==> config.mk <==
export PLATFORM = sky130hd
export DESIGN_NAME = camera_tx_top
export DESIGN_NICKNAME = d
export VERILOG_FILES = /design/src/logic/camera_reg_pkg.sv /design/src/logic/csi_packet_pkg.sv /design/src/logic/camera_config_regs.sv /design/src/logic/camera_tx_top.sv /design/src/logic/color_bar_generator.sv /design/src/logic/packet_sequencer.sv /design/src/logic/raw10_packer.sv
export VERILOG_INCLUDE_DIRS = /design/src /design/src/logic
export SDC_FILE = /design/constraint.sdc
export NUM_CORES = 1
export LEC_CHECK = 0
export ABC_AREA = 0
export BUFFER_PORTS_ARGS = -buffer_cell sky130_fd_sc_hd__buf_4
export CORE_ASPECT_RATIO = 1.5
export CORE_UTILIZATION = 54
export DETAILED_ROUTE_END_ITERATION = 12
export GPL_ROUTABILITY_DRIVEN = 0
export HOLD_SLACK_MARGIN = 0.15
export PLACE_DENSITY = 0.8
export SETUP_SLACK_MARGIN = 0.4
export SYNTH_ARGS = -nofsm -noshare
export SYNTH_HDL_FRONTEND = slang
export SYNTH_SLANG_ARGS = --single-unit
==> constraint.sdc <==
create_clock -name clock_camera_byte -period 3.32 [get_ports clock_camera_byte]
set_input_delay 0.498 -clock clock_camera_byte [delete_from_list [all_inputs] [get_ports clock_camera_byte]]
set_output_delay 0.498 -clock clock_camera_byte [all_outputs]
set_load 0.01 [all_outputs]
==> src/logic/camera_tx_defs.svh <==
// image size, packet gap, color bar values and register addresses
`ifndef CAMERA_TX_DEFS_SVH
`define CAMERA_TX_DEFS_SVH

// image geometry in pixels and lines
`define CAM_IMAGE_X_SIZE 16
`define CAM_IMAGE_Y_SIZE 4

// idle cycles after each packet
`define CAM_LINE_GAP 4

// bar colors, red 29:20, green 19:10, blue 9:0
`define CAM_COLOR_BAR0 30'h000993fc
`define CAM_COLOR_BAR1 30'h3fcff000
`define CAM_COLOR_BAR2 30'h3fc003fc
`define CAM_COLOR_BAR3 30'h0cccc0cc

// AXI4-Lite byte addresses
`define CAM_REG_CONTROL 32'h0000_0000
`define CAM_REG_STATUS  32'h0000_0004

`endif

==> src/logic/camera_reg_pkg.sv <==
// register index and AXI response encodings for the configuration block
package camera_reg_pkg;

    // selected by address bit 2
    typedef enum logic {
        CONTROL = 1'b0,
        STATUS  = 1'b1
    } reg_index_t;

    typedef enum logic [1:0] {
        OKAY   = 2'b00,
        SLVERR = 2'b10
    } axi_resp_t;

endpackage

==> src/logic/csi_packet_pkg.sv <==
// CSI-2 data type and packet sequencer state encodings
package csi_packet_pkg;

    // data type field of the packet header
    typedef enum logic [5:0] {
        FRAME_START = 6'h00,
        FRAME_END   = 6'h01,
        RAW10       = 6'h2B
    } csi_data_type_t;

    // frame and line sequencing; WAIT states hold for hs_ready
    typedef enum logic [3:0] {
        SEQ_IDLE,
        SEQ_WAIT_FRAME_START,
        SEQ_FRAME_START,
        SEQ_WAIT_LINE,
        SEQ_LINE_HEADER,
        SEQ_LINE_PAYLOAD,
        SEQ_GAP,
        SEQ_WAIT_FRAME_END,
        SEQ_FRAME_END
    } sequencer_state_t;

endpackage

==> src/logic/camera_config_regs.sv <==
// AXI4-Lite register block with enable control and frame counter
`timescale 1ns/100ps
`include "camera_tx_defs.svh"

module camera_config_regs (
    input  logic                      clock_camera_byte,
    input  logic                      reset_camera_byte_n,
    input  logic                      frame_done_i,
    output logic                      enable_o,
    input  logic [31:0]               awaddr_i,
    input  logic                      awvalid_i,
    output logic                      awready_o,
    input  logic [31:0]               wdata_i,
    input  logic [3:0]                wstrb_i,
    input  logic                      wvalid_i,
    output logic                      wready_o,
    output camera_reg_pkg::axi_resp_t bresp_o,
    output logic                      bvalid_o,
    input  logic                      bready_i,
    input  logic [31:0]               araddr_i,
    input  logic                      arvalid_i,
    output logic                      arready_o,
    output logic [31:0]               rdata_o,
    output camera_reg_pkg::axi_resp_t rresp_o,
    output logic                      rvalid_o,
    input  logic                      rready_i
);
    import camera_reg_pkg::*;

    logic        write_accept;
    logic        read_accept;
    logic        write_addr_ok;
    logic        read_addr_ok;
    reg_index_t  write_index;
    reg_index_t  read_index;
    logic [31:0] frame_count;

    // address and data must arrive together, one response outstanding
    assign write_accept = awvalid_i && wvalid_i && !bvalid_o;
    assign read_accept  = arvalid_i && !rvalid_o;
    assign awready_o    = write_accept;
    assign wready_o     = write_accept;
    assign arready_o    = read_accept;

    assign write_index   = reg_index_t'(awaddr_i[2]);
    assign read_index    = reg_index_t'(araddr_i[2]);
    assign write_addr_ok = (awaddr_i == `CAM_REG_CONTROL) || (awaddr_i == `CAM_REG_STATUS);
    assign read_addr_ok  = (araddr_i == `CAM_REG_CONTROL) || (araddr_i == `CAM_REG_STATUS);

    always_ff @(posedge clock_camera_byte or negedge reset_camera_byte_n) begin
        if (!reset_camera_byte_n) begin
            enable_o    <= 1'b0;
            frame_count <= '0;
            bvalid_o    <= 1'b0;
            rvalid_o    <= 1'b0;
        end else begin
            if (frame_done_i) frame_count <= frame_count + 1'b1;
            if (write_accept) bvalid_o <= 1'b1;
            else if (bready_i) bvalid_o <= 1'b0;
            if (read_accept) rvalid_o <= 1'b1;
            else if (rready_i) rvalid_o <= 1'b0;
            if (write_accept && write_addr_ok && write_index == CONTROL && wstrb_i[0]) begin
                enable_o <= wdata_i[0];
            end
        end
    end

    always_ff @(posedge clock_camera_byte) begin
        if (write_accept) begin
            bresp_o <= (write_addr_ok && write_index == CONTROL) ? OKAY : SLVERR; // status is read-only
        end
        if (read_accept) begin
            rresp_o <= read_addr_ok ? OKAY : SLVERR;
            if (!read_addr_ok) rdata_o <= '0;
            else rdata_o <= (read_index == STATUS) ? frame_count : {31'd0, enable_o};
        end
    end

endmodule

==> src/logic/camera_tx_top.sv <==
// camera byte-clock source: generator, packer, sequencer and registers
`timescale 1ns/100ps

module camera_tx_top (
    input  logic                           clock_camera_byte,
    input  logic                           reset_camera_byte_n,
    input  logic                           hs_ready_i,
    output logic                           short_packet_en_o,
    output logic                           long_packet_en_o,
    output csi_packet_pkg::csi_data_type_t data_type_o,
    output logic [15:0]                    word_count_o,
    output logic [7:0]                     byte_data_o,
    output logic                           byte_data_en_o,
    input  logic [31:0]                    awaddr_i,
    input  logic                           awvalid_i,
    output logic                           awready_o,
    input  logic [31:0]                    wdata_i,
    input  logic [3:0]                     wstrb_i,
    input  logic                           wvalid_i,
    output logic                           wready_o,
    output camera_reg_pkg::axi_resp_t      bresp_o,
    output logic                           bvalid_o,
    input  logic                           bready_i,
    input  logic [31:0]                    araddr_i,
    input  logic                           arvalid_i,
    output logic                           arready_o,
    output logic [31:0]                    rdata_o,
    output camera_reg_pkg::axi_resp_t      rresp_o,
    output logic                           rvalid_o,
    input  logic                           rready_i
);

    logic        line_start;
    logic [15:0] line_number;
    logic [9:0]  pixel_data;
    logic        pixel_valid;
    logic        pixel_ready;
    logic        enable;
    logic        frame_done;

    color_bar_generator u_color_bar_generator (
        .clock_camera_byte   (clock_camera_byte),
        .reset_camera_byte_n (reset_camera_byte_n),
        .line_start_i        (line_start),
        .line_number_i       (line_number),
        .pixel_ready_i       (pixel_ready),
        .pixel_data_o        (pixel_data),
        .pixel_valid_o       (pixel_valid)
    );

    raw10_packer u_raw10_packer (
        .clock_camera_byte   (clock_camera_byte),
        .reset_camera_byte_n (reset_camera_byte_n),
        .pixel_data_i        (pixel_data),
        .pixel_valid_i       (pixel_valid),
        .pixel_ready_o       (pixel_ready),
        .byte_data_o         (byte_data_o),
        .byte_data_en_o      (byte_data_en_o)
    );

    packet_sequencer u_packet_sequencer (
        .clock_camera_byte   (clock_camera_byte),
        .reset_camera_byte_n (reset_camera_byte_n),
        .enable_i            (enable),
        .hs_ready_i          (hs_ready_i),
        .byte_data_en_i      (byte_data_en_o), // payload byte count
        .line_start_o        (line_start),
        .line_number_o       (line_number),
        .short_packet_en_o   (short_packet_en_o),
        .long_packet_en_o    (long_packet_en_o),
        .data_type_o         (data_type_o),
        .word_count_o        (word_count_o),
        .frame_done_o        (frame_done)
    );

    camera_config_regs u_camera_config_regs (
        .clock_camera_byte   (clock_camera_byte),
        .reset_camera_byte_n (reset_camera_byte_n),
        .frame_done_i        (frame_done),
        .enable_o            (enable),
        .awaddr_i            (awaddr_i),
        .awvalid_i           (awvalid_i),
        .awready_o           (awready_o),
        .wdata_i             (wdata_i),
        .wstrb_i             (wstrb_i),
        .wvalid_i            (wvalid_i),
        .wready_o            (wready_o),
        .bresp_o             (bresp_o),
        .bvalid_o            (bvalid_o),
        .bready_i            (bready_i),
        .araddr_i            (araddr_i),
        .arvalid_i           (arvalid_i),
        .arready_o           (arready_o),
        .rdata_o             (rdata_o),
        .rresp_o             (rresp_o),
        .rvalid_o            (rvalid_o),
        .rready_i            (rready_i)
    );

endmodule

==> src/logic/color_bar_generator.sv <==
// color bar generator emitting one RAW10 Bayer line per line start
`timescale 1ns/100ps
`include "camera_tx_defs.svh"

module color_bar_generator (
    input  logic        clock_camera_byte,
    input  logic        reset_camera_byte_n,
    input  logic        line_start_i,
    input  logic [15:0] line_number_i,
    input  logic        pixel_ready_i,
    output logic [9:0]  pixel_data_o,
    output logic        pixel_valid_o
);

    localparam int X_BITS    = $clog2(`CAM_IMAGE_X_SIZE);
    localparam int BAR_WIDTH = `CAM_IMAGE_X_SIZE / 4;

    logic [X_BITS-1:0] x_count;
    logic              row_odd;
    logic [1:0]        bar_index;
    logic [29:0]       bar_color;

    always_ff @(posedge clock_camera_byte or negedge reset_camera_byte_n) begin
        if (!reset_camera_byte_n) begin
            x_count       <= '0;
            row_odd       <= 1'b0;
            pixel_valid_o <= 1'b0;
        end else if (line_start_i) begin
            x_count       <= '0;
            row_odd       <= line_number_i[0]; // only parity matters for bayer
            pixel_valid_o <= 1'b1;
        end else if (pixel_valid_o && pixel_ready_i) begin
            if (x_count == X_BITS'(`CAM_IMAGE_X_SIZE - 1)) begin
                pixel_valid_o <= 1'b0; // line complete
            end
            x_count <= x_count + 1'b1;
        end
    end

    assign bar_index = 2'(x_count / BAR_WIDTH);

    always_comb begin
        case (bar_index)
            2'd0:    bar_color = `CAM_COLOR_BAR0; // blue
            2'd1:    bar_color = `CAM_COLOR_BAR1; // yellow
            2'd2:    bar_color = `CAM_COLOR_BAR2; // pink
            default: bar_color = `CAM_COLOR_BAR3; // green
        endcase
    end

    // bayer pattern: odd rows R/G, even rows G/B
    always_comb begin
        if (row_odd) begin
            pixel_data_o = x_count[0] ? bar_color[29:20] : bar_color[19:10];
        end else begin
            pixel_data_o = x_count[0] ? bar_color[19:10] : bar_color[9:0];
        end
    end

endmodule

==> src/logic/packet_sequencer.sv <==
// packet sequencer FSM issuing frame and line packets and pacing payloads
`timescale 1ns/100ps
`include "camera_tx_defs.svh"

module packet_sequencer (
    input  logic                           clock_camera_byte,
    input  logic                           reset_camera_byte_n,
    input  logic                           enable_i,
    input  logic                           hs_ready_i,
    input  logic                           byte_data_en_i,
    output logic                           line_start_o,
    output logic [15:0]                    line_number_o,
    output logic                           short_packet_en_o,
    output logic                           long_packet_en_o,
    output csi_packet_pkg::csi_data_type_t data_type_o,
    output logic [15:0]                    word_count_o,
    output logic                           frame_done_o
);
    import csi_packet_pkg::*;

    localparam logic [15:0] WORD_COUNT = 16'(`CAM_IMAGE_X_SIZE * 10 / 8);
    localparam logic [15:0] LINE_COUNT = 16'(`CAM_IMAGE_Y_SIZE);
    localparam logic [7:0]  GAP_LAST   = 8'(`CAM_LINE_GAP - 1);

    sequencer_state_t state;
    logic [15:0]      line_count;
    logic [15:0]      frame_number;
    logic [15:0]      byte_count;
    logic [7:0]       gap_count;
    logic             frame_active;
    logic             packet_issue;
    csi_data_type_t   next_type;
    csi_data_type_t   held_type;
    logic [15:0]      next_count;
    logic [15:0]      held_count;

    // packets fire in the WAIT state once the PHY side is ready
    assign short_packet_en_o = hs_ready_i &&
        (state == SEQ_WAIT_FRAME_START || state == SEQ_WAIT_FRAME_END);
    assign long_packet_en_o  = hs_ready_i && (state == SEQ_WAIT_LINE);
    assign frame_done_o      = hs_ready_i && (state == SEQ_WAIT_FRAME_END);
    assign packet_issue      = short_packet_en_o || long_packet_en_o;
    assign line_start_o      = (state == SEQ_LINE_HEADER); // one cycle after header
    assign line_number_o     = line_count;

    always_comb begin
        next_type  = RAW10;
        next_count = WORD_COUNT;
        if (state == SEQ_WAIT_FRAME_START) begin
            next_type  = FRAME_START;
            next_count = frame_number;
        end else if (state == SEQ_WAIT_FRAME_END) begin
            next_type  = FRAME_END;
            next_count = frame_number;
        end
    end

    assign data_type_o  = packet_issue ? next_type : held_type;
    assign word_count_o = packet_issue ? next_count : held_count;

    always_ff @(posedge clock_camera_byte or negedge reset_camera_byte_n) begin
        if (!reset_camera_byte_n) begin
            state        <= SEQ_IDLE;
            line_count   <= '0;
            frame_number <= 16'd1;
            byte_count   <= '0;
            gap_count    <= '0;
            frame_active <= 1'b0;
            held_type    <= FRAME_START;
            held_count   <= '0;
        end else begin
            if (packet_issue) begin
                held_type  <= next_type;
                held_count <= next_count;
            end
            case (state)
                SEQ_IDLE: if (enable_i) state <= SEQ_WAIT_FRAME_START;
                SEQ_WAIT_FRAME_START: if (hs_ready_i) state <= SEQ_FRAME_START;
                SEQ_FRAME_START: begin
                    frame_active <= 1'b1;
                    line_count   <= '0;
                    gap_count    <= 8'd1; // this cycle counts toward the gap
                    state        <= SEQ_GAP;
                end
                SEQ_WAIT_LINE: if (hs_ready_i) state <= SEQ_LINE_HEADER;
                SEQ_LINE_HEADER: begin
                    byte_count <= '0;
                    state      <= SEQ_LINE_PAYLOAD;
                end
                SEQ_LINE_PAYLOAD: begin
                    if (byte_data_en_i) begin
                        byte_count <= byte_count + 1'b1;
                        if (byte_count == WORD_COUNT - 1'b1) begin
                            line_count <= line_count + 1'b1;
                            gap_count  <= '0;
                            state      <= SEQ_GAP;
                        end
                    end
                end
                SEQ_GAP: begin
                    gap_count <= gap_count + 1'b1;
                    if (gap_count >= GAP_LAST) begin
                        if (!frame_active) begin
                            state <= enable_i ? SEQ_WAIT_FRAME_START : SEQ_IDLE;
                        end else if (line_count == LINE_COUNT) begin
                            state <= SEQ_WAIT_FRAME_END;
                        end else begin
                            state <= SEQ_WAIT_LINE;
                        end
                    end
                end
                SEQ_WAIT_FRAME_END: if (hs_ready_i) state <= SEQ_FRAME_END;
                SEQ_FRAME_END: begin
                    frame_number <= frame_number + 1'b1; // wraps at 16 bits
                    frame_active <= 1'b0;
                    gap_count    <= 8'd1;
                    state        <= SEQ_GAP;
                end
                default: state <= SEQ_IDLE;
            endcase
        end
    end

endmodule

==> src/logic/raw10_packer.sv <==
// RAW10 packer turning four pixels into five payload bytes
`timescale 1ns/100ps

module raw10_packer (
    input  logic       clock_camera_byte,
    input  logic       reset_camera_byte_n,
    input  logic [9:0] pixel_data_i,
    input  logic       pixel_valid_i,
    output logic       pixel_ready_o,
    output logic [7:0] byte_data_o,
    output logic       byte_data_en_o
);

    logic [1:0] pixel_index;
    logic       low_pending;
    logic [7:0] low_bits;
    logic       pixel_accept;

    assign pixel_ready_o = !low_pending; // hold off input during byte 4
    assign pixel_accept  = pixel_valid_i && pixel_ready_o;

    always_ff @(posedge clock_camera_byte or negedge reset_camera_byte_n) begin
        if (!reset_camera_byte_n) begin
            pixel_index    <= 2'd0;
            low_pending    <= 1'b0;
            byte_data_en_o <= 1'b0;
        end else begin
            byte_data_en_o <= pixel_accept || low_pending;
            if (pixel_accept) begin
                pixel_index <= pixel_index + 1'b1;
                low_pending <= (pixel_index == 2'd3); // group of four done
            end else begin
                low_pending <= 1'b0;
            end
        end
    end

    always_ff @(posedge clock_camera_byte) begin
        if (pixel_accept) begin
            byte_data_o                  <= pixel_data_i[9:2];
            low_bits[2*pixel_index +: 2] <= pixel_data_i[1:0];
        end else if (low_pending) begin
            byte_data_o <= low_bits; // pixel k low bits at 2k+1:2k
        end
    end

endmodule

# Yosys cells after proc, flatten, opt, wreduce, memory -nomap -nowiden
# Cells that the tools add are included.
word_totals:
  register_bits: 180
  input_bits: 108
  output_inout_bits: 74
  wordCells: 144
classes:
  n_addsub: 8
  magnitude_cmp: 1
  n_eq_ne: 23
  n_shift: 2
  mux: 46
  bitwise: 1
  reduce_logical: 39
op_table:
  columns: ["cell", "count"]
  rows:
  - ["16-bit two-way mux", 6]
  - ["30-bit one-hot mux with 3 select lines", 1]
  - ["32-bit by 3-bit == test with 1-bit output (second input constant)", 2]
  - ["32-bit logical NOT", 2]
  - ["16-bit one-hot mux with 2 select lines", 2]
  - ["16-bit by 1-bit adder with 16-bit output (second input constant)", 3]
  - ["4-bit two-way mux", 10]
  - ["3-bit negator with 34-bit output", 1]
  - ["2-bit by 34-bit variable shift with 8-bit output (first input constant)", 1]
  - ["2-bit by 34-bit variable part select with 8-bit output", 1]
  - ["32-bit by 1-bit adder with 32-bit output (second input constant)", 1]
  - ["8-bit two-way mux", 4]
  - ["4-bit one-hot mux with 8 select lines", 1]
  - ["10-bit two-way mux", 3]
  - ["8-bit one-hot mux with 3 select lines", 1]
  - ["6-bit two-way mux", 3]
  - ["16-bit by 3-bit == test with 1-bit output (second input constant)", 1]
  - ["16-bit by 5-bit == test with 1-bit output (second input constant)", 1]
  - ["4-bit by 3-bit == test with 1-bit output (second input constant)", 4]
  - ["2-bit nonzero test", 8]
  - ["1-bit logical AND", 11]
  - ["1-bit two-way mux", 10]
  - ["8-bit by 1-bit adder with 8-bit output (second input constant)", 1]
  - ["8-bit bitwise mux", 1]
  - ["23 further kinds", 41]

# Logic depth before layout (Yosys ltp)
# Gate-level depths: netlist of run 1.
depth:
  depth_word: 6
  mapped_depth: 8
  ltp_nobuf: 6

# Cells and area by module
# From an unflattened synthesis of run 1, not the netlist that was laid out.
unflattened:
  cells_unflattened: 745
  hier_area_um2: 8423.1
by_module_without_submodules:
  columns: ["module", "n_inst", "cells_each", "area_each_um2", "seq_area_each_um2"]
  rows:
  - ["packet_sequencer", 1, 396, 3988.8, 2078.2]
  - ["camera_config_regs", 1, 234, 2995.4, 1896.8]
  - ["raw10_packer", 1, 57, 928.4, 580.6]
  - ["color_bar_generator", 1, 58, 510.5, 150.1]

# Worst setup path before layout of run 1
# No wires, ideal clock.
synth_path:
  path_kind: "input port to output port"
  start: "input port arvalid_i"
  end: "output port arready_o"
  arrival_ns: 2.114
  t_required_ns: 2.822
  path_slack_ns: 0.708
  stages: 1
  path_buffers: 0
  path_cell_list: "nor2b_1"
synth_between:
  elab_chain_len: 1
synth_lines:
  columns: ["element", "line", "rtl"]
  rows:
  - ["start, declared", "camera_tx_top.sv:25", "input logic arvalid_i,"]
  - ["1-bit logical AND", "camera_config_regs.sv:40", "assign read_accept = arvalid_i && !rvalid_o;"]
  - ["end, declared", "camera_tx_top.sv:26", "output logic arready_o,"]
# No other way between the ends.

# Worst setup path after layout of run 1
layout_path:
  start: "register u_packet_sequencer.state[3]"
  end: "output port word_count_o[7]"
layout_between:
  elab_chain_len: 5
  word_cells_on_any_way: 10
  cone_classes: "eq/ne: 3; mux: 3; reduce/logical: 4"
layout_lines:
  columns: ["element", "line", "rtl"]
  rows:
  - ["start, declared", "packet_sequencer.sv:25", "sequencer_state_t state;"]
  - ["start signal, assigned", "packet_sequencer.sv:104", "state <= enable_i ? SEQ_WAIT_FRAME_START : SEQ_IDLE;"]
  - ["4-bit by 1-bit == test with 1-bit output or 4-bit by 3-bit == test with 1-bit output (tied branches)", "packet_sequencer.sv:39, packet_sequencer.sv:49, packet_sequencer.sv:52", null]
  - ["1-bit logical OR", "packet_sequencer.sv:39", "(state == SEQ_WAIT_FRAME_START || state == SEQ_WAIT_FRAME_END);"]
  - ["1-bit logical AND", "packet_sequencer.sv:38", "assign short_packet_en_o = hs_ready_i &&"]
  - ["1-bit logical OR", "packet_sequencer.sv:42", "assign packet_issue = short_packet_en_o || long_packet_en_o;"]
  - ["16-bit two-way mux *", "packet_sequencer.sv:59", "assign word_count_o = packet_issue ? next_count : held_count;"]
  - ["end, declared", "camera_tx_top.sv:11", "output logic [15:0] word_count_o,"]
# Every way passes the cells marked *; elsewhere a longest branch is shown, timed or not.

==> results of run 1 <==
cells by family (layout without fill, tap and decap cells):
kind of cell,after synthesis,count (layout)
and+or+nand+nor,309,309
DFF,166,166
AOI/OAI and AO/OA,89,89
xor gates and xnor gates,78,78
buffers and inverters,58,207
adders and majority gates,13,13
muxes,9,9
other,1,2
sequential cells by signal (all words and copies together), names as in the netlist:
name / flops
u_camera_config_regs.bresp_o: 1
u_camera_config_regs.bvalid_o: 1
u_camera_config_regs.enable_o: 1
u_camera_config_regs.frame_count: 32
u_camera_config_regs.rdata_o: 32
u_camera_config_regs.rresp_o: 1
u_camera_config_regs.rvalid_o: 1
u_color_bar_generator.pixel_valid_o: 1
u_color_bar_generator.row_odd: 1
u_color_bar_generator.x_count: 4
u_packet_sequencer.byte_count: 16
u_packet_sequencer.frame_active: 1
u_packet_sequencer.frame_number: 16
u_packet_sequencer.gap_count: 8
u_packet_sequencer.held_count: 16
u_packet_sequencer.held_type: 6
u_packet_sequencer.line_number_o: 16
u_packet_sequencer.state: 4
u_raw10_packer.byte_data_en_o: 1
u_raw10_packer.byte_data_o: 4
u_raw10_packer.low_pending: 1
u_raw10_packer.pixel_index: 2
worst paths after layout:
| path | endpoint | cells after the start | slack (ns) |
|---|---|---|---|
| max | word_count_o[7] | 6 | 0.66 |
| min | u_packet_sequencer.line_number_o[2] | 1 | 0.14 |
| min in group clock_camera_byte | u_camera_config_regs.rvalid_o | 2 | 0.24 |
| max in group asynchronous | u_packet_sequencer.frame_number[0] | 2 | 2.37 |
| min reg2reg | u_camera_config_regs.frame_count[31] | 1 | 0.47 |
| max reg2reg | u_camera_config_regs.frame_count[15] | 5 | 1.00 |
cell type report:
class | instances | share of cell area [%]
Multi-Input combinational cell | 500 | 33.59
Timing Repair Buffer | 159 | 12.38
Clock inverter | 11 | 1.259
Inverter | 16 | 0.6166
Clock buffer | 21 | 5.061
Sequential cell | 166 | 44.62
Tap cell | 192 | 2.466
power by group through the flow:
stage	registers, mW	logic (mW)	clock network, mW
2_1_floorplan	2.18	0.0272	0
3_3_place_gp	2.16	0.186	0
3_5_place_dp	2.16	0.192	0
4_1_cts	2.12	0.192	2.04
5_1_grt	2.12	0.207	2.13
6_report	2.12	0.188	2.02
per-layer routing:
| metal | up-vias | part of all wire [%] | GRT usage, % |
|---|---|---|---|
| li1 | 2870 | - | - |
| met1 | 2920 | 40 | 28.77 |
| met2 | 171 | 55 | 44.90 |
| met3 | 17 | 4.1 | 4.110 |
| met4 | 0 | 1.4 | 7.536 |
| met5 | - | 0 | 0 |
cells in the mapped netlist, types with 4 or more instances:
cell type / number / area [um2]
dfrtp_1: 127 / 3178
nor2_1: 65 / 244.0
nand2_1: 54 / 202.7
xnor2_1: 50 / 437.9
and3_1: 43 / 269.0
edfxtp_1: 38 / 1141
xor2_1: 28 / 245.2
nor4_1: 25 / 156.4
o21ai_0: 25 / 125.1
nand4_1: 24 / 150.1
clkbuf_1: 23 / 86.33
nand3_1: 22 / 110.1
a22o_1: 17 / 148.9
inv_1: 15 / 56.30
a21oi_1: 14 / 70.07
nor3_1: 14 / 70.07
ha_1: 13 / 162.7
and4_1: 9 / 78.83
a211oi_1: 8 / 60.06
buf_4: 8 / 60.06
buf_2: 7 / 35.03
a21o_1: 6 / 45.04
nand2b_1: 6 / 37.54
or3_1: 6 / 37.54
and2_1: 5 / 31.28
mux2_2: 5 / 56.30
mux2i_1: 4 / 40.04
nand4b_1: 4 / 35.03
nor2b_1: 4 / 25.02
nor3_2: 4 / 40.04
nor3b_1: 4 / 30.03
stage by stage:
step                      area [um2]  hold slack, ns  power [mW]
final                           9741          0.1408       4.331
after global routing            9741          0.2200       4.461
after CTS                       9739          0.1915       4.358
after detailed placement        9116          0.4650       2.355
after global placement          9116          0.4607       2.348
after floorplan                 7866          0.2024       2.205
critical path, delay by kind of cell, from the launching register on:
kind,cells,cell delay [ns]
flops,1,0.56
buf+inv,2,0.30
compound gates,1,0.23
simple gates,3,0.66
repair_timing:
item / in CTS / in global routing
endpoints found under the setup margin: 16 / 16
gates resized for setup: 2 / 1
hold endpoints to repair: 0 / 0
==> results.yml, run 1 <==
run_status:
  status: "finished, final reports clean"
placed_design:
  dp_cells: 1033
  port-buffer-count: 145
  dp_slack_ns: 0.4314
  hpwlAfterDp_mm: 12.28
cts:
  postCtsHoldBufs: 0
  cts.htree.levels: 4
  cts_made_buffers: 17
  clock_path_buffers: 2
  insertion_delay_ns: 0.42
  cts_tree: "done"
  clk_pin_slew_ns: 0.07
  post_cts_buffers: 0
  cts_num_sinks: 166
  cts_root_buffer: "clkbuf_16"
setup_path:
  start_kind: "flip-flop"
  cp.required_ns: 2.82
  cp_cell_sequence: "nor2_1 > nand2_1 > clkinv_1 > nor2_4 > a22o_1 > buf_4"
  r2r_start: "u_packet_sequencer.state[3]"
  worstPathMaxFanout: 21
  cp-end-kind: "output port"
  slowest_stage: "dfrtp_2"
  crit_start: "u_packet_sequencer.state[3]"
  crit_type: "reg2out"
  worstPathArrival_ns: 2.16
  cp_slowest_stage_delay_ns: 0.56
die:
  core_region_area_um2: 14120
  num_rows: 53
  fp.dieW_um: 100.5
  initial_core_util_pct: 55.66
  die_h_um: 149.8
  design.die.area_um2: 15060
  io_pins: 182
synth:
  synth_fa_ha_area_share_pct: 2.069
  synth_edf_count: 38
  synth.distinct_cells: 61
  synthCells: 723
  synth.cell_area_um2: 7863
  synth_top_family_by_area: "simple AND/OR/NAND/NOR gates"
  synthSimpleGateAreaFrac_pct: 21.53
  muxShareOfSynthArea_pct: 1.225
  synth-xor-area-share_pct: 8.689
  yosys_warnings: 0
  syn_area_per_cell_um2: 10.87
  synth-seq-area-share_pct: 55.27
  synth_compound_gate_area_share_pct: 7.813
  synthFlopType: "dfrtp_1"
  ys_seq_elements: 166
  synth-async-reset-ratio_pct: 77.11
routing:
  via_count: 5978
  drt-total-wl_mm: 17.49
  first_iter_violations: 311
  wl_per_cell_um: 16.42
  antenna_left: 0
  first_pass_iters: 5
  drcViolationCount: 0
  viasPerCell: 5.613
finish:
  fin_nets: 981
  layout-drive-gt1-share_pct: 24.86
  final_cell_mix: "buf_4, dfrtp_1, nor2_1"
  insertedDiodeCount: 0
  layout_commonest_cell: "buf_4"
  area_delta_synth_final_pct: 23.89
  seq_area_um2: 4347
  instances_no_fill: 1065
  post-route-util_pct: 68.96
  fillers: 1008
  multi_input_area_um2: 3272
power_and_ir_drop:
  power_switching_mw: 0.9512
  cellLeakagePower_nw: 4.567
  p_per_area_nw_per_um2: 444.7
  p_clk_share_pct: 46.6
  comb_power_share_pct: 4.4
  p_seq_share_pct: 49.0
  intPower_mw: 3.380
  peakVddDrop_uv: 365.5
  swShare_pct: 21.96
global_routing:
  grt_start_max_net_pins: 61
  grt_overflow: 0
  grt_pass1_wl_mm: 28.73
  grt_pass1_vias: 6042
  antenna_found_initial: 0
  grt_usage_pct: 24.40
timing:
  finalSetupTns_ns: 0
  period_share_pct: 80.20
  max_freq_mhz: 375.5
  hold_viol_final: 0
  slew-limit-headroom_pct: 48.27
  drv_slew: 0
  tightest_slew_ns: 0.7759
  rsz0062_at_grt: "false"
  fin_skew_ns: 0.008503
  setup_viol: 0
  layout_setup_ws_ns: 0.6572
  fin_crit_ns: 2.663
min_path:
  hp-class: "in2async"
flow_run:
  maxCapViolations: 0
Power figures use the tool's default switching activity.
==> run 2: changes to the inputs <==
--- a/config.mk
+++ b/config.mk
@@ -6,14 +6,14 @@
 export SDC_FILE = /design/constraint.sdc
 export NUM_CORES = 1
 export LEC_CHECK = 0
-export ABC_AREA = 0
+export ABC_AREA = 1
 export BUFFER_PORTS_ARGS = -buffer_cell sky130_fd_sc_hd__buf_4
 export CORE_ASPECT_RATIO = 1.5
-export CORE_UTILIZATION = 54
+export CORE_UTILIZATION = 56
 export DETAILED_ROUTE_END_ITERATION = 12
 export GPL_ROUTABILITY_DRIVEN = 0
 export HOLD_SLACK_MARGIN = 0.15
-export PLACE_DENSITY = 0.8
+export PLACE_DENSITY = 0.81
 export SETUP_SLACK_MARGIN = 0.4
 export SYNTH_ARGS = -nofsm -noshare
 export SYNTH_HDL_FRONTEND = slang
==> constraint.sdc (replaced) <==
create_clock -name clock_camera_byte -period 2.7 [get_ports clock_camera_byte]
set_input_delay 0.405 -clock clock_camera_byte [delete_from_list [all_inputs] [get_ports clock_camera_byte]]
set_output_delay 0.405 -clock clock_camera_byte [all_outputs]
set_load 0.01 [all_outputs]
==> run 2 against run 1 <==
- clock power rose by 18%
- register-to-register slack got worse by 0.24 ns
- worst setup slack worse by 0.25 ns
- non-clock buffer count grew 8
- final cell count grew 43%
- cell area is 13% higher
- first-iteration DRC count increased by 26%
- combinational power increased to 12 times the previous value
- power up 80%
- largest cell class unchanged
==> results.yml, run 2 <==
synth:
  syn_area_per_cell_um2: 7.833
  muxShareOfSynthArea_pct: 0
  synthFlopType: "dfrtp_1"
  synth.cell_area_um2: 8945
  synth_top_family_by_area: "simple AND/OR/NAND/NOR gates"
  synth_edf_count: 38
  yosysTopAreaCell: "dfrtp_1"
  synth-xor-area-share_pct: 3.231
  synth.cells.most_frequent: "nand2_1, nor2_1, dfrtp_1"
  synth_top_area_share_pct: 35.53
  yosys_warnings: 0
  synth_fa_ha_area_share_pct: 1.818
  synth-seq-area-share_pct: 48.58
  synthSimpleGateAreaFrac_pct: 34.23
  synth_most_common_cell: "nand2_1"
  ys_seq_elements: 166
  synthCells: 1142
  synth.distinct_cells: 45
  synth-async-reset-ratio_pct: 77.11
  synth_compound_gate_area_share_pct: 5.399
  synth.area.top_cells: "dfrtp_1, nand2_1, edfxtp_1, nor2_1, inv_1"
routing:
  wl_per_cell_um: 14.20
  antenna_left: 0
  first_pass_iters: 5
  via_count: 8029
  drcViolationCount: 0
  viasPerCell: 5.279
  first_iter_violations: 393
  drt-total-wl_mm: 21.59
cts:
  insertion_delay_ns: 0.44
  cts_num_sinks: 166
  cts_root_buffer: "clkbuf_16"
  cts_made_buffers: 17
  clk_pin_slew_ns: 0.07
  cts_tree: "done"
  clock_path_buffers: 2
  cts.htree.levels: 4
timing:
  tightest_slew_ns: 0.7104
  layout_setup_ws_ns: 0.4120
  fin_crit_ns: 2.288
  fin_skew_ns: 0.01478
  rsz0062_at_grt: "true"
  slew-limit-headroom_pct: 52.64
  hold_viol_final: 0
  drv_slew: 0
  period_share_pct: 84.74
  max_freq_mhz: 437.1
  finalSetupTns_ns: 0
  setup_viol: 0
global_routing:
  grt_overflow: 0
  antenna_found_initial: 0
  grt_pass1_vias: 7498
  grt_pass1_wl_mm: 34.09
  grt_start_max_net_pins: 129
  grt_usage_pct: 26.30
power_and_ir_drop:
  cellLeakagePower_nw: 5.194
  peakVddDrop_uv: 487.5
  p_per_area_nw_per_um2: 706.6
min_path:
  min_delay_path_depth: 2
  hp-class: "in2reg"
die:
  design.die.area_um2: 16490
  die_h_um: 156.8
  initial_core_util_pct: 57.25
  core_region_area_um2: 15630
  fp.dieW_um: 105.2
  io_pins: 182
  num_rows: 56
setup_path:
  cp_cell_sequence: "nor2_4 > nand2_4 > nand2_4 > nand2_8 > nand2_8 > nor2_1 > a31oi_1 > buf_4"
  ff2ff_setup_slack_ns: 0.76
  crit_type: "reg2out"
  critPathBufInv: 1
  r2r_cells: 9
  cp-end-kind: "output port"
  slowest_stage: "dfrtp_2"
  cp_slowest_stage_delay_ns: 0.44
  cp.depth: 8
  worstPathArrival_ns: 1.88
  cp.required_ns: 2.30
  worstPathMaxFanout: 8
  start_kind: "flip-flop"
  crit_family: "simple AND/OR/NAND/NOR gates"
finish:
  final_cell_mix: "nand2_1, nor2_1, buf_4"
  instances_no_fill: 1521
  largestRegisters: "u_camera_config_regs.frame_count (32), u_camera_config_regs.rdata_o (32)"
  fin_nets: 1426
  area_delta_synth_final_pct: 23.43
  insertedDiodeCount: 0
  layout-drive-gt1-share_pct: 20.03
  layout_commonest_cell: "nand2_1"
placed_design:
  dp_slack_ns: 0.4737
  port-buffer-count: 145
  dp_cells: 1473
  hpwlAfterDp_mm: 15.14
flow_run:
  maxCapViolations: 0
run_status:
  status: "finished, final reports clean"
## run 2: cell count changes in the layout (fill, tap and decap cells not counted), moves of 16 or more
cell / before / now
nand3_1: 22 / 82
nor2_1: 64 / 202
o21ai_2: 0 / 18
nand2_1: 54 / 329
xnor2_1: 50 / 2
nor4_1: 25 / 0
and3_1: 43 / 0
a22o_1: 17 / 1
inv_1: 15 / 112
## run 2: kinds of logic after synthesis
| logic type | after synthesis |
|---|---|
| xor+xnor | 33 |
| compound gates | 82 |
| flops | 166 |
| fa+ha+maj | 13 |
| other cells | 1 |
| buf+inv | 143 |
| simple gates | 704 |
## run 2: per-layer routing
| layer | global-route usage [%] | part of all wire (%) | routed length [um] | vias up |
|---|---|---|---|---|
| li1 | - | - | - | 3983 |
| met4 | 11.20 | 2.5 | 535 | 0 |
| met2 | 48.93 | 54 | 11750 | 230 |
| met5 | 0 | 0 | 0 | - |
| met3 | 5.706 | 4.6 | 991 | 49 |
| met1 | 28.54 | 39 | 8314 | 3767 |
## run 2: power breakdown
group	internal [mW]	total [mW]	switching, mW	leakage (nW)
clock	1.23	2.38	1.14	0.279
sequential	2.89	3.15	0.256	2.05
combinational	0.902	2.28	1.37	2.86
total	5.03	7.80	2.77	5.19
## run 2: layout make-up
class	count	area [um2]
Inverter	119	449.2
Fill cell	1237	4584
Timing Repair Buffer	167	1311
Clock inverter	15	156.4
Clock buffer	17	425.4
Tap cell	203	254.0
Multi-Input combinational cell	834	4094
Sequential cell	166	4350
## run 2: worst paths after layout
kind / from / endpoint
worst max register to register: u_packet_sequencer.state[1] / u_packet_sequencer.frame_number[10]
worst max-delay path: u_packet_sequencer.state[2] / word_count_o[2]
worst min-delay path: rready_i / u_camera_config_regs.rvalid_o
min in group asynchronous: reset_camera_byte_n / u_packet_sequencer.held_count[9]
worst min register to register: u_raw10_packer.pixel_index[1] / u_raw10_packer.pixel_index[1]
max in group asynchronous: reset_camera_byte_n / u_packet_sequencer.state[2]
## run 2: what timing repair did
item | in CTS | in global routing
gates cloned | 1 | 0
pin swaps | 5 | 6
hold buffers | 2 | 0
endpoints found under the hold margin | 128 | 0
resized for setup | 27 | 18
buffers inserted | 10 | 3
endpoints found under the setup margin | 23 | 19
## run 2: through the flow
step / power (mW) / utilization [%] / cell area, um2 / hold WS, ns
after global placement: 5.119 / 65.27 / 10200 / 0.4589
after CTS: 7.758 / 70.16 / 10960 / 0.1959
after global routing: 8.226 / 70.66 / 11040 / 0.2173
after detailed placement: 5.188 / 65.27 / 10200 / 0.4682
after floorplan: 4.521 / - / 8949 / 0.1094
final: 7.802 / 70.66 / 11040 / 0.2205
==> run 3: changes to the inputs <==
--- a/config.mk
+++ b/config.mk
@@ -6,14 +6,14 @@
 export SDC_FILE = /design/constraint.sdc
 export NUM_CORES = 1
 export LEC_CHECK = 0
-export ABC_AREA = 1
+export ABC_AREA = 0
 export BUFFER_PORTS_ARGS = -buffer_cell sky130_fd_sc_hd__buf_4
 export CORE_ASPECT_RATIO = 1.5
-export CORE_UTILIZATION = 56
+export CORE_UTILIZATION = 49
 export DETAILED_ROUTE_END_ITERATION = 12
 export GPL_ROUTABILITY_DRIVEN = 0
 export HOLD_SLACK_MARGIN = 0.15
-export PLACE_DENSITY = 0.81
+export PLACE_DENSITY = 0.77
 export SETUP_SLACK_MARGIN = 0.4
 export SYNTH_ARGS = -nofsm -noshare
 export SYNTH_HDL_FRONTEND = slang
==> constraint.sdc (replaced) <==
create_clock -name clock_camera_byte -period 2 [get_ports clock_camera_byte]
set_input_delay 0.3 -clock clock_camera_byte [delete_from_list [all_inputs] [get_ports clock_camera_byte]]
set_output_delay 0.3 -clock clock_camera_byte [all_outputs]
set_load 0.01 [all_outputs]
==> run 3 against run 2 <==
- the flow now finishes with violations (setup timing)
- hold slack worse by 0.015 ns
- global-route usage is 3.0 points lower
- wire length is 3.1% lower
- via count decreased by 16%
- largest cell class unchanged
- largest power group unchanged
- highest routed layer unchanged
==> results.yml, run 3 (synthesis results as in run 1) <==
run_status:
  status: "finished, violations left"
  failed_checks: "setup timing"
min_path:
  min_from: "wvalid_i"
  hp-class: "in2reg"
  min_to: "u_camera_config_regs.bvalid_o"
  min_delay_path_depth: 3
finish:
  layout_commonest_cell: "buf_4"
  largestRegisters: "u_camera_config_regs.frame_count (32), u_camera_config_regs.rdata_o (32)"
  fin_nets: 1094
  seq_area_um2: 4350
  insertedDiodeCount: 0
  layout-drive-gt1-share_pct: 42.39
  area_delta_synth_final_pct: 45.83
  instances_no_fill: 1189
  final_cell_mix: "buf_4, dfrtp_1, nor2_1"
  multi_input_area_um2: 3914
  fillers: 982
power_and_ir_drop:
  p_per_area_nw_per_um2: 620.4
  peakVddDrop_uv: 649.0
  p_seq_share_pct: 49.5
  p_clk_share_pct: 45.7
  intPower_mw: 5.458
  swShare_pct: 23.27
  cellLeakagePower_nw: 5.501
  power_switching_mw: 1.656
  comb_power_share_pct: 4.8
routing:
  drt-total-wl_mm: 20.93
  viasPerCell: 5.699
  wl_per_cell_um: 17.60
  drcViolationCount: 0
  antenna_left: 0
  first_iter_violations: 376
  first_pass_iters: 5
  via_count: 6776
cts:
  cts_num_sinks: 166
  cts_root_buffer: "clkbuf_16"
  insertion_delay_ns: 0.43
  cts_made_buffers: 17
  cts.htree.levels: 4
  cts_tree: "done"
  clk_pin_slew_ns: 0.07
  clock_path_buffers: 2
setup_path:
  worstPathArrival_ns: 1.96
  start_kind: "flip-flop"
  crit_type: "reg2out"
  worstPathMaxFanout: 8
  r2r_start: "u_packet_sequencer.byte_count[6]"
  r2r_cells: 7
  ff2ff_setup_slack_ns: -0.15
  cp-end-kind: "output port"
  cp.required_ns: 1.70
  r2r_end: "u_packet_sequencer.line_number_o[3]"
global_routing:
  antenna_found_initial: 0
  grt_pass1_wl_mm: 30.47
  grt_start_max_net_pins: 48
  grt_usage_pct: 23.28
  grt_overflow: 0
  grt_pass1_vias: 6539
timing:
  setup_viol: 41
  drv_slew: 0
  slew-limit-headroom_pct: 64.06
  period_share_pct: 112.9
  fin_crit_ns: 2.257
  hold_viol_final: 0
  layout_setup_ws_ns: -0.2574
  tightest_slew_ns: 0.5376
  finalSetupTns_ns: -5.859
  fin_skew_ns: 0.008640
  rsz0062_at_grt: "true"
  fin_hold_ws_ns: 0.2051
  max_freq_mhz: 443.0
die:
  die_h_um: 157.1
  fp.dieW_um: 105.4
  core_region_area_um2: 15700
  design.die.area_um2: 16570
  initial_core_util_pct: 50.10
  io_pins: 182
  num_rows: 56
flow_run:
  maxCapViolations: 0
placed_design:
  dp_cells: 1092
  port-buffer-count: 145
  hpwlAfterDp_mm: 11.88
[run 3: cell types whose count changed in the layout (fill, tap and decap cells not counted), moves of 13 or more]
cell and delta:
nor4_1 +18, o21ai_0 -16, buf_6 +40, o21ai_2 -13, nand4_1 -14, buf_4 +60
nand2_1 -284, nand3_1 -61, nor2_1 -149, inv_1 -97, xnor2_1 +44, and3_1 +41
[run 3: how the worst max path moves through the flow]
stage / end / start
2_1_floorplan: u_camera_config_regs.frame_count[23] / u_packet_sequencer.state[3]
3_3_place_gp: u_packet_sequencer.line_number_o[8] / u_packet_sequencer.state[2]
3_5_place_dp: u_camera_config_regs.frame_count[31] / u_packet_sequencer.state[0]
4_1_cts: word_count_o[6] / u_packet_sequencer.state[1]
5_1_grt: word_count_o[13] / u_packet_sequencer.state[3]
6_report: word_count_o[9] / u_packet_sequencer.state[3]
[run 3: power by group through the flow]
stage                     combinational (mW)  sequential, mW  clock, mW
after detailed placement               0.328            3.59          0
after CTS                              0.343            3.52       3.27
after global placement                 0.324            3.59          0
after global routing                   0.372            3.53       3.43
final                                  0.340            3.52       3.25
after floorplan                       0.0470            3.61          0
[run 3: per-layer routing]
metal  up-vias  global-route usage, %  wire [um]  part of all wire (%)
met3        63                  4.472        929                   4.4
met2       232                  43.70      11550                    55
li1       3093                      -          -                     -
met4         0                  8.786        665                   3.2
met5         -                      0          0                     0
met1      3388                  25.85       7789                    37
[run 3: per-stage QoR]
stage,setup WS [ns],total power [mW],area [um2],utilization [%]
floorplan,0.08175,3.661,8118,-
global placement,0.03774,3.914,9712,61.88
detailed placement,0.03281,3.919,9712,61.88
CTS,-0.1983,7.139,11010,70.16
global route,-0.3140,7.327,11470,73.05
finish,-0.2574,7.113,11470,73.05
[run 3: cell type report]
type	count	area share, %
flip-flops and latches	166	37.94
multi-input cells	500	34.13
repair buffers	272	20.03
clock buffers	17	3.710
well taps	203	2.215
clock inverters	15	1.397
inverters	16	0.5674
[run 3: timing repair]
item / CTS / global route
setup endpoints to repair: 109 / 116
pin swaps: 30 / 40
hold endpoints to repair: 130 / 0
gates resized for setup: 76 / 72
gates cloned: 2 / 0
hold buffers: 5 / 0
setup buffers: 39 / 19
[run 3: critical path: stages (launching register included)]
cell       delay (ns)
dfrtp_1          0.41
nand4b_1         0.24
buf_4            0.19
nor2_4           0.11
nor2_4           0.07
clkbuf_16        0.16
a22o_1           0.23
buf_6            0.13
